### src/inst_pkg.sv
package inst_pkg;

    // queue geometry
    localparam int FIFO_DEPTH = 16;
    localparam int PTR_W = 4;
    // count must reach FIFO_DEPTH, so one bit wider than a pointer
    localparam int CNT_W = PTR_W + 1;

    // fetch start address after reset
    localparam logic [31:0] RESET_PC = 32'h0000_0000;

    // opcode / funct encodings seen by issue
    localparam logic [5:0] OP_SPECIAL = 6'b000000;
    localparam logic [5:0] OP_BEQ = 6'b000100;
    localparam logic [5:0] OP_BNE = 6'b000101;
    localparam logic [5:0] FN_JR = 6'b001000;

    // r-type layout
    typedef struct packed {
        logic [5:0] opcode;
        logic [4:0] rs;
        logic [4:0] rt;
        logic [4:0] rd;
        logic [4:0] shamt;
        logic [5:0] funct;
    } r_fields_t;

    // i-type layout
    typedef struct packed {
        logic [5:0]  opcode;
        logic [4:0]  rs;
        logic [4:0]  rt;
        logic [15:0] imm;
    } i_fields_t;

    // one instruction word, two views
    typedef union packed {
        r_fields_t r;
        i_fields_t i;
    } mips_word_u;

    // fetch -> queue, up to two words per cycle
    typedef struct packed {
        logic        wr1;
        logic        wr2;
        logic [31:0] pc1;
        logic [31:0] pc2;
        logic [31:0] word1;
        logic [31:0] word2;
    } fetch_pair_t;

    // one issue slot towards decode
    typedef struct packed {
        logic        valid;
        logic [31:0] pc;
        logic [31:0] word;
        logic        in_delay_slot;
    } issue_slot_t;

endpackage

### src/fetch_unit.sv
`timescale 1ns/1ps

module fetch_unit
    import inst_pkg::*;
(
    input  logic        clk,
    input  logic        fifo_rst,
    input  logic        flush,
    input  logic [31:0] flush_pc,
    input  logic        no_room,
    output logic        imem_req,
    output logic [31:0] imem_addr,
    input  logic        imem_valid,
    input  logic [63:0] imem_data,
    output fetch_pair_t push
);

    // next fetch address, low bits only meaningful right after a restart
    logic [31:0] pc;
    // first pair after restart starts at the upper word
    logic        start_upper;
    // one idle cycle after reset or flush
    logic        hold;
    // request in flight that still counts
    logic        pending;
    // aligned address and start half of the request in flight
    logic [31:0] pend_addr;
    logic        pend_upper;
    logic        resp;

    // memory works on aligned pairs
    assign imem_addr = {pc[31:3], 3'b000};
    // queue keeps four free slots, so in-flight pairs always fit
    assign imem_req = !hold && !no_room;

    always_ff @(posedge clk) begin
        if (fifo_rst) begin
            pc <= RESET_PC;
            start_upper <= RESET_PC[2];
            hold <= 1'b1;
            pending <= 1'b0;
        end else if (flush) begin
            // restart at target, drop whatever is still coming back
            pc <= flush_pc;
            start_upper <= flush_pc[2];
            hold <= 1'b1;
            pending <= 1'b0;
        end else begin
            hold <= 1'b0;
            pending <= imem_req;
            if (imem_req) begin
                pc <= imem_addr + 32'd8;
                start_upper <= 1'b0;
            end
        end
    end

    // tag of the request, used when its data returns
    always_ff @(posedge clk) begin
        if (imem_req) begin
            pend_addr <= imem_addr;
            pend_upper <= start_upper;
        end
    end

    assign resp = pending && imem_valid;

    always_comb begin
        push.wr1 = resp;
        // upper-word start writes a single entry
        push.wr2 = resp && !pend_upper;
        push.pc1 = pend_upper ? pend_addr + 32'd4 : pend_addr;
        push.pc2 = pend_addr + 32'd4;
        // low word first on the bus
        push.word1 = pend_upper ? imem_data[63:32] : imem_data[31:0];
        push.word2 = imem_data[63:32];
    end

    // memory answers only what was asked one cycle earlier
    a_valid_after_req: assert property (
        @(posedge clk) disable iff (fifo_rst)
        imem_valid |-> $past(imem_req)
    );

endmodule

### src/inst_fifo.sv
`timescale 1ns/1ps

module inst_fifo
    import inst_pkg::*;
(
    input  logic        clk,
    input  logic        fifo_rst,
    input  logic        flush,
    input  fetch_pair_t push,
    input  logic        take1,
    input  logic        take2,
    output logic [31:0] head1_word,
    output logic [31:0] head2_word,
    output logic [31:0] head1_pc,
    output logic [31:0] head2_pc,
    output logic        head1_valid,
    output logic        head2_valid,
    output logic        no_room
);

    // payload storage
    logic [31:0] words[FIFO_DEPTH];
    logic [31:0] pcs[FIFO_DEPTH];

    // circular pointers, wrap at depth
    logic [PTR_W-1:0] wr_ptr;
    logic [PTR_W-1:0] rd_ptr;
    logic [CNT_W-1:0] count;

    logic [PTR_W-1:0] wr_ptr_nx;
    logic [PTR_W-1:0] rd_ptr_nx;

    assign wr_ptr_nx = wr_ptr + PTR_W'(1);
    assign rd_ptr_nx = rd_ptr + PTR_W'(1);

    // status
    assign head1_valid = (count != '0);
    assign head2_valid = (count > CNT_W'(1));
    // fewer than four free entries
    assign no_room = (count > CNT_W'(FIFO_DEPTH - 4));

    // head outputs, zero when the entry is not there
    always_comb begin
        head1_word = '0;
        head1_pc = '0;
        head2_word = '0;
        head2_pc = '0;
        if (head1_valid) begin
            head1_word = words[rd_ptr];
            head1_pc = pcs[rd_ptr];
        end
        if (head2_valid) begin
            head2_word = words[rd_ptr_nx];
            head2_pc = pcs[rd_ptr_nx];
        end
    end

    // storage writes, two ports
    always_ff @(posedge clk) begin
        if (push.wr1) begin
            words[wr_ptr] <= push.word1;
            pcs[wr_ptr] <= push.pc1;
        end
        if (push.wr2) begin
            words[wr_ptr_nx] <= push.word2;
            pcs[wr_ptr_nx] <= push.pc2;
        end
    end

    // write pointer
    always_ff @(posedge clk) begin
        if (fifo_rst || flush) begin
            wr_ptr <= '0;
        end else if (push.wr1 && push.wr2) begin
            wr_ptr <= wr_ptr + PTR_W'(2);
        end else if (push.wr1) begin
            wr_ptr <= wr_ptr_nx;
        end
    end

    // read pointer
    always_ff @(posedge clk) begin
        if (fifo_rst || flush) begin
            rd_ptr <= '0;
        end else if (take1 && take2) begin
            rd_ptr <= rd_ptr + PTR_W'(2);
        end else if (take1) begin
            rd_ptr <= rd_ptr_nx;
        end
    end

    // entry count, net of writes and pops
    always_ff @(posedge clk) begin
        if (fifo_rst || flush) begin
            count <= '0;
        end else begin
            case ({push.wr1, push.wr2, take1, take2})
                // two in, none out
                4'b1100: count <= count + CNT_W'(2);
                // net one in
                4'b1110, 4'b1000: count <= count + CNT_W'(1);
                // net one out
                4'b1011, 4'b0010: count <= count - CNT_W'(1);
                // two out
                4'b0011: count <= count - CNT_W'(2);
                // balanced or idle
                default: count <= count;
            endcase
        end
    end

    // fetch must respect no_room
    a_no_overflow: assert property (
        @(posedge clk) disable iff (fifo_rst || flush)
        push.wr1 |-> (count + CNT_W'(push.wr1) + CNT_W'(push.wr2)
                      <= CNT_W'(FIFO_DEPTH))
    );

    // issue only takes what is there
    a_no_underflow: assert property (
        @(posedge clk) disable iff (fifo_rst || flush)
        (take1 |-> count >= CNT_W'(1)) and (take2 |-> count >= CNT_W'(2))
    );

endmodule

### src/issue_unit.sv
`timescale 1ns/1ps

module issue_unit
    import inst_pkg::*;
(
    input  logic        clk,
    input  logic        fifo_rst,
    input  logic        flush,
    input  logic        issue_ready,
    input  logic [31:0] head1_word,
    input  logic [31:0] head2_word,
    input  logic [31:0] head1_pc,
    input  logic [31:0] head2_pc,
    input  logic        head1_valid,
    input  logic        head2_valid,
    output logic        take1,
    output logic        take2,
    output issue_slot_t master,
    output issue_slot_t slave
);

    mips_word_u m_inst;
    mips_word_u s_inst;

    logic       m_is_rtype;
    logic       m_is_branch;
    logic [4:0] m_dest;
    logic       m_has_dest;
    logic       s_hazard;
    // next master sits in a delay slot
    logic       in_ds;

    assign m_inst = head1_word;
    assign s_inst = head2_word;

    // master decode
    assign m_is_rtype = (m_inst.r.opcode == OP_SPECIAL);
    assign m_is_branch = (m_inst.i.opcode == OP_BEQ) || (m_inst.i.opcode == OP_BNE)
                         || (m_is_rtype && m_inst.r.funct == FN_JR);
    // rd for r-type, rt for i-type
    assign m_dest = m_is_rtype ? m_inst.r.rd : m_inst.i.rt;
    // $zero is never a real destination
    assign m_has_dest = (m_dest != 5'd0);

    // slave reads what master writes
    assign s_hazard = m_has_dest && ((s_inst.i.rs == m_dest) || (s_inst.i.rt == m_dest));

    // issue decision
    assign take1 = head1_valid && issue_ready;
    // no slave behind a branch, so the delay slot is always a master
    assign take2 = take1 && head2_valid && !m_is_branch && !s_hazard;

    // delay-slot tracking, holds while decode stalls
    always_ff @(posedge clk) begin
        if (fifo_rst || flush) begin
            in_ds <= 1'b0;
        end else if (take1) begin
            in_ds <= m_is_branch && !take2;
        end
    end

    always_comb begin
        master.valid = take1;
        master.pc = head1_pc;
        master.word = head1_word;
        master.in_delay_slot = in_ds;
        slave.valid = take2;
        slave.pc = head2_pc;
        slave.word = head2_word;
        // slave never follows a branch
        slave.in_delay_slot = 1'b0;
    end

endmodule

### src/frontend_top.sv
`timescale 1ns/1ps

module frontend_top
    import inst_pkg::*;
(
    input  logic        clk,
    input  logic        fifo_rst,
    input  logic        flush,
    input  logic [31:0] flush_pc,
    input  logic        issue_ready,
    output logic        imem_req,
    output logic [31:0] imem_addr,
    input  logic        imem_valid,
    input  logic [63:0] imem_data,
    output issue_slot_t master,
    output issue_slot_t slave
);

    fetch_pair_t push;
    logic        no_room;
    logic [31:0] head1_word;
    logic [31:0] head2_word;
    logic [31:0] head1_pc;
    logic [31:0] head2_pc;
    logic        head1_valid;
    logic        head2_valid;
    logic        take1;
    logic        take2;

    // fetch side
    fetch_unit fetch_unit_inst (
        .clk        (clk),
        .fifo_rst   (fifo_rst),
        .flush      (flush),
        .flush_pc   (flush_pc),
        .no_room    (no_room),
        .imem_req   (imem_req),
        .imem_addr  (imem_addr),
        .imem_valid (imem_valid),
        .imem_data  (imem_data),
        .push       (push)
    );

    // instruction queue
    inst_fifo inst_fifo_inst (
        .clk         (clk),
        .fifo_rst    (fifo_rst),
        .flush       (flush),
        .push        (push),
        .take1       (take1),
        .take2       (take2),
        .head1_word  (head1_word),
        .head2_word  (head2_word),
        .head1_pc    (head1_pc),
        .head2_pc    (head2_pc),
        .head1_valid (head1_valid),
        .head2_valid (head2_valid),
        .no_room     (no_room)
    );

    // issue side
    issue_unit issue_unit_inst (
        .clk         (clk),
        .fifo_rst    (fifo_rst),
        .flush       (flush),
        .issue_ready (issue_ready),
        .head1_word  (head1_word),
        .head2_word  (head2_word),
        .head1_pc    (head1_pc),
        .head2_pc    (head2_pc),
        .head1_valid (head1_valid),
        .head2_valid (head2_valid),
        .take1       (take1),
        .take2       (take2),
        .master      (master),
        .slave       (slave)
    );

    // a flush leaves one quiet cycle on both ends of the front end
    a_flush_quiet: assert property (
        @(posedge clk) disable iff (fifo_rst)
        flush |=> !imem_req && !master.valid && !slave.valid
    );

endmodule

### config.mk
export PLATFORM = sky130hd
export DESIGN_NAME = frontend_top
export DESIGN_NICKNAME = d
export VERILOG_FILES = /design/src/inst_pkg.sv /design/src/fetch_unit.sv /design/src/inst_fifo.sv /design/src/issue_unit.sv /design/src/frontend_top.sv
export SDC_FILE = /design/constraint.sdc
export NUM_CORES = 2
export LEC_CHECK = 0
export BUFFER_PORTS_ARGS = -buffer_cell sky130_fd_sc_hd__clkbuf_2
export CAP_MARGIN = 25
export CORE_ASPECT_RATIO = 0.7
export CORE_MARGIN = 4
export CORE_UTILIZATION = 46
export DETAILED_ROUTE_END_ITERATION = 16
export GPL_TIMING_DRIVEN = 0
export PLACE_DENSITY_LB_ADDON = 0.2
export SKIP_LAST_GASP = 1
export SLEW_MARGIN = 40
export SYNTH_ARGS = -nofsm -noshare
export SYNTH_HDL_FRONTEND = slang
export SYNTH_SLANG_ARGS = --single-unit
### constraint.sdc
create_clock -name clk -period 5.92 [get_ports clk]
set_input_delay 1.776 -clock clk [delete_from_list [all_inputs] [get_ports clk]]
set_output_delay 1.776 -clock clk [all_outputs]
set_load 0.005 [all_outputs]
Yosys cells after proc, flatten, opt, wreduce, memory -nomap -nowiden
Memory sizes are Yosys's and may differ from the RTL's. A register that Yosys moved wholly into a read port is not among the register bits.
Cells that the tools add are included.
W data, S select, Z words.
{"block": "op_classes", "order_cmp": 2, "n_eq_ne": 11, "n_reduce_logical": 32, "mux": 25, "add_sub_neg": 10}
{"cell": "$mux W32", "n": 8}
{"cell": "$add A32 B3 Y32 const B", "n": 1}
{"cell": "$add A32 B4 Y32 const B", "n": 1}
{"cell": "$mux W4", "n": 8}
{"cell": "$pmux W5 S4", "n": 1}
{"cell": "$eq A4 B4 Y1 const B", "n": 4}
{"cell": "$eq A6 B3 Y1 const B", "n": 2}
{"cell": "$logic_and A1 B1 Y1", "n": 12}
{"cell": "$eq A5 B5 Y1", "n": 2}
{"cell": "$reduce_bool A5 Y1", "n": 2}
{"cell": "$add A4 B1 Y4 const B", "n": 2}
{"cell": "$add A4 B2 Y4 const B", "n": 2}
{"cell": "$eq A4 B2 Y1 const B", "n": 2}
{"cell": "$mux W1", "n": 7}
{"cell": "$eq A6 B4 Y1 const B", "n": 1}
{"cell": "$logic_not A1 Y1", "n": 6}
{"cell": "$logic_not A6 Y1", "n": 1}
{"cell": "$reduce_bool A2 Y1", "n": 3}
{"cell": "$reduce_or A2 Y1", "n": 3}
{"cell": "$add A5 B1 Y5 const B", "n": 1}
{"cell": "$add A5 B2 Y5 const B", "n": 1}
{"cell": "$gt A5 B1 Y1 const B", "n": 1}
{"cell": "$gt A5 B4 Y1 const B", "n": 1}
{"cell": "$mux W5", "n": 1}
{"cell": "4 further kinds", "n": 7}
{"block": "word_totals", "out_inout_bits": 165, "in_bits": 101, "ff_bits": 79, "mem_bits_rw": 1024, "n_memories": 2, "elab_cells": 92}
{"memory": "inst_fifo_inst.pcs", "words": 16, "width": 32, "rd": 2, "rd_ports_with_merged_regs": 1, "write_ports": 2, "line_no": "inst_fifo.sv:23", "rtl": "logic [31:0] pcs[FIFO_DEPTH];"}
{"memory": "inst_fifo_inst.words", "words": 16, "width": 32, "rd": 2, "rd_ports_with_merged_regs": 1, "write_ports": 2, "line_no": "inst_fifo.sv:22", "rtl": "logic [31:0] words[FIFO_DEPTH];"}

Logic depth before layout (Yosys ltp)
{"block": "depth", "depth_word": 13, "depth_mapped": 25, "ltp_nobuf": 21}

Hierarchy
A second synthesis with hierarchy kept.
{"block": "unflattened", "cells_unflattened": 4226, "hier_area_um2": 66548.8}
{"mod": "inst_fifo", "n_inst": 1, "area_per_inst_um2": 61380.1, "cells_each": 3653, "seq_area_each_um2": 31089.8}
{"mod": "fetch_unit", "n_inst": 1, "area_per_inst_um2": 3714.8, "cells_each": 377, "seq_area_each_um2": 1541.5}
{"mod": "issue_unit", "n_inst": 1, "area_per_inst_um2": 1453.9, "cells_each": 196, "seq_area_each_um2": 20.0}

Worst setup path before layout
OpenSTA, ideal clock, no wires.
{"block": "synth_timing", "path_type": "register -> output", "startpoint": "reg inst_fifo_inst.rd_ptr[1]", "endpoint": "out slave[42] (netlist bit)", "path_stages_with_launch": 13, "slack_ps": 501, "arrival_ps": 3643, "t_required_ps": 4144, "cell_sequence": "dfxtp_1 > ha_1 > buf_2 > buf_4 > buf_4 > buf_4 > buf_2 > clkbuf_1 > buf_1 > clkbuf_1 > mux4_2 > a211oi_1 > a211oi_1"}
{"element": "from (decl)", "line_no": "inst_fifo.sv:27", "rtl": "logic [PTR_W-1:0] rd_ptr;"}
{"element": "from (signal assigned)", "line_no": "inst_fifo.sv:86", "rtl": "rd_ptr <= rd_ptr + PTR_W'(2);"}
{"element": "from (signal assigned)", "line_no": "inst_fifo.sv:88", "rtl": "rd_ptr <= rd_ptr_nx;"}
{"element": "to (decl)", "line_no": "frontend_top.sv:16", "rtl": "output issue_slot_t slave"}

==> run metrics <==
failing checks=setup timing; FF-to-FF End=inst_fifo_inst.count[4]$_SDFFE_PP0P_; hold path depth=0; Tightest Pin Transition=roughly 1.0 ns; post-synthesis sequential area ratio=53.46%; most frequent cells in the layout=1006 x edfxtp_1, 614 x nor2_1, 575 x a21oi_1, 538 x mux4_2, 413 x nor2b_1; die area=roughly 0.13 mm2; final setup fails=6; Setup Skew=0.02755 ns; Hold-fix buffers, CTS=0; Remaining DRCs=0; number of synthesized register bits=1072; commonest non-fill, non-tap cell in the layout=edfxtp_1; number of synthesized flops with an enable pin=just over 1000; CP Capture Type=output port; Worst Min Path Start=fetch_unit_inst.start_upper$_SDFFE_PP0P_; H-tree levels=3; DR pass1 iterations=7; peak supply drop=0.0002433 V; routability congestion estimate=0.9733; Hold EP=fetch_unit_inst.pend_upper$_DFFE_PP_; first-pass GRT wire length=335100 um; vias in the first global route=43623; Peak Freq=between 150 and 200 MHz; syn avg cell area=13.14 um2; worst slack, placed=-1.504 ns; placed cell count=~6400; grt ovf=0; kind of start point of the critical path=flop; Crit Path Max Fanout=10; Fin. Hold Viols=0; headroom to the max-slew limit=roughly a third; synthesized cell area=0.05897 mm2; flop2flop setup slack=0.50 ns; Cell Count, Final, Fillers Out=6702; Tmin final=6.183 ns; multi-input gate area in the final layout=0.02607 mm2; Final Net Count=a little over 5000; Reg2Reg Depth=24; critical path class=reg2out; clock latency on the worst-skew pair=around 0.76 ns; Syn. warnings=0; Pins Over Slew Limit=0; Antenna Nets Post-Route=0; TritonCTS clock tree=yes; Tcrit/Tclk final=104.4%; Critical Path AT=4.41 ns; I/O pin total=between 200 and 300; Max clock buf depth=3; Worst-path clk slew=around 0.06 ns; status=finished, violations left; HPWL after DPL=165100 um; antenna violations before repair=8; final wirelength=244300 um; TritonCTS buffer count=~110; register area=around 0.032 mm2; Min-Delay Path Class=reg2reg; final setup margin=-0.2626 ns; Initial Util=approximately 46%; Area growth syn-to-layout=17.63%; port bufs=between 200 and 250; global-route total usage across every layer=a little over a third; RSZ-0062 raised after global routing=yes; drt wl/cell=approximately 36 um; FP Rows=109; clock tree root buffer cell=clkbuf_16; DRT iter0 DRCs=8718; Post-Synthesis Cells=4488; library cells used by synthesis=65; die height=307.6 um; PwrDens=254.0 mW/mm2; Top FF cell, synth=edfxtp_1; Via density=between 6 and 7; largest net degree at the start of global routing=46; Critical Path RT=4.14 ns; Max Cap Violations=0; layout cell share with drive strength beyond 1=28.73%; core area=0.1268 mm2; Fillers=10384; die width=436.0 um; vias after detailed routing=approximately 46000; Sink Count=~1100; ys async rst share=0%; P_leak=0.02198 uW
-- report_power, final --
part	switching (uW)	internal (uW)
combinational	1060	695
sequential	61.4	8290
clock	3200	4310
total	4320	13300
-- per-stage QoR --
step                      total power [uW]  util (%)  area (um2)  hold slack (ns)  setup TNS (ns)
after floorplan                       9374         -       59000           0.4081               0
after global placement               10040     49.04       62190           0.4206        -1910.34
after detailed placement             10070     50.00       63420           0.4184         -103.75
after CTS                            17480     54.17       68700           0.4327         -0.1965
after global routing                 18000     54.68       69350           0.4501         -0.2466
final                                17620     54.69       69370           0.4314         -0.4394
-- area by class of cell --
cell class              instances  share of cell area, %
diodes                         14                0.05050
flip-flops and latches       1072                  45.46
multi-input cells            2887                  37.58
clock buffers                 138                  4.363
clock inverters                74                  1.100
well taps                    1665                  3.003
plain buffers                 501                  4.505
inverters                      32                 0.3192
repair buffers                319                  3.614
-- logic make-up (layout without fill, tap and decap cells) --
group,Yosys count,count (layout),share of synthesized area [%]
AOI/OAI and AO/OA,807,807,7.793
muxes,651,651,22.58
and+or+nand+nor,1353,1353,11.33
adders and majority gates,17,17,0.3734
DFF,1072,1072,53.46
buffers and inverters,536,1064,3.694
xor gates and xnor gates,51,51,0.7574
other,1,22,0.006359
-- flip-flops by register name, summed over array words and instances (netlist names), named ones only --
signal                       count
inst_fifo_inst.words           512
inst_fifo_inst.wr_ptr            4
fetch_unit_inst.pend_upper       1
issue_unit_inst.in_ds            1
fetch_unit_inst.pending          1
inst_fifo_inst.rd_ptr            4
inst_fifo_inst.count             5
fetch_unit_inst.start_upper      1
fetch_unit_inst.pend_addr       29
inst_fifo_inst.pcs             480
fetch_unit_inst.hold             1
fetch_unit_inst.pc              29
-- worst max-delay path, stage by stage, from the launching register on --
cell	delay (ns)
dfxtp_1	0.31
buf_4	0.27
buf_4	0.31
buf_4	0.30
buf_6	0.32
mux2i_1	0.45
a211oi_2	0.24
a2111oi_2	0.54
o2bb2ai_4	0.19
a31oi_4	0.06
a41oi_4	0.26
buf_12	0.16
nand2_8	0.07
inv_8	0.07
buf_6	0.08
-- routing by layer --
| metal | up-vias | part of all wire (%) | GRT usage (%) |
|---|---|---|---|
| li1 | 17917 | - | - |
| met1 | 22947 | 37 | 50.07 |
| met2 | 4362 | 40 | 48.29 |
| met3 | 746 | 18 | 16.19 |
| met4 | 4 | 4.9 | 14.33 |
| met5 | - | 0.035 | 0.3506 |
-- Yosys cell counts (2+ instances only) --
| master | count | area, um2 |
|---|---|---|
| nand2b_1 | 4 | 25.02 |
| buf_6 | 8 | 90.09 |
| mux2i_1 | 106 | 1061 |
| dfxtp_1 | 66 | 1321 |
| a211oi_1 | 127 | 953.4 |
| a21o_1 | 4 | 30.03 |
| buf_1 | 124 | 465.5 |
| nor2_1 | 619 | 2323 |
| edfxtp_1 | 1006 | 30210 |
| nor4_1 | 3 | 18.77 |
| or2_2 | 2 | 12.51 |
| nand2_1 | 83 | 311.6 |
| buf_2 | 18 | 90.09 |
| a311oi_1 | 4 | 35.03 |
| xor2_1 | 30 | 262.8 |
| nor2b_1 | 413 | 2584 |
| nor3_1 | 9 | 45.04 |
| a21oi_1 | 580 | 2903 |
| o21a_1 | 3 | 22.52 |
| a22o_1 | 5 | 43.79 |
| o22ai_1 | 2 | 12.51 |
| nand4_1 | 10 | 62.56 |
| xnor2_1 | 21 | 183.9 |
| mux4_1 | 4 | 105.1 |
| o21ai_0 | 25 | 125.1 |
| and3_1 | 4 | 25.02 |
| a31oi_1 | 6 | 37.54 |
| mux4_2 | 538 | 12120 |
| clkbuf_1 | 335 | 1257 |
| nand3_1 | 29 | 145.1 |
| or3_1 | 7 | 43.79 |
| o211ai_1 | 7 | 52.55 |
| a22oi_1 | 22 | 165.2 |
| inv_1 | 30 | 112.6 |
| buf_4 | 18 | 135.1 |
| ha_1 | 16 | 200.2 |
| mux2_2 | 3 | 33.78 |
| and2_1 | 165 | 1032 |
| a211o_1 | 6 | 52.55 |
-- repair_timing --
item,in CTS,in global routing
pin swaps,27,32
buffers inserted,22,31
gates cloned,1,1
gates resized for setup,335,81
endpoints found under the hold margin,0,0
setup endpoints to repair,103,77
-- how the worst max path moves through the flow --
stage | to | slack, ns
5_1_grt | slave[65] | -0.24
2_1_floorplan | slave[42] | 0.50
3_5_place_dp | slave[31] | -1.50
3_3_place_gp | inst_fifo_inst.pcs[1][25]$_DFFE_PP_ | -2.95
4_1_cts | slave[65] | -0.18
6_report | slave[65] | -0.26
Power figures use the tool's default switching activity.
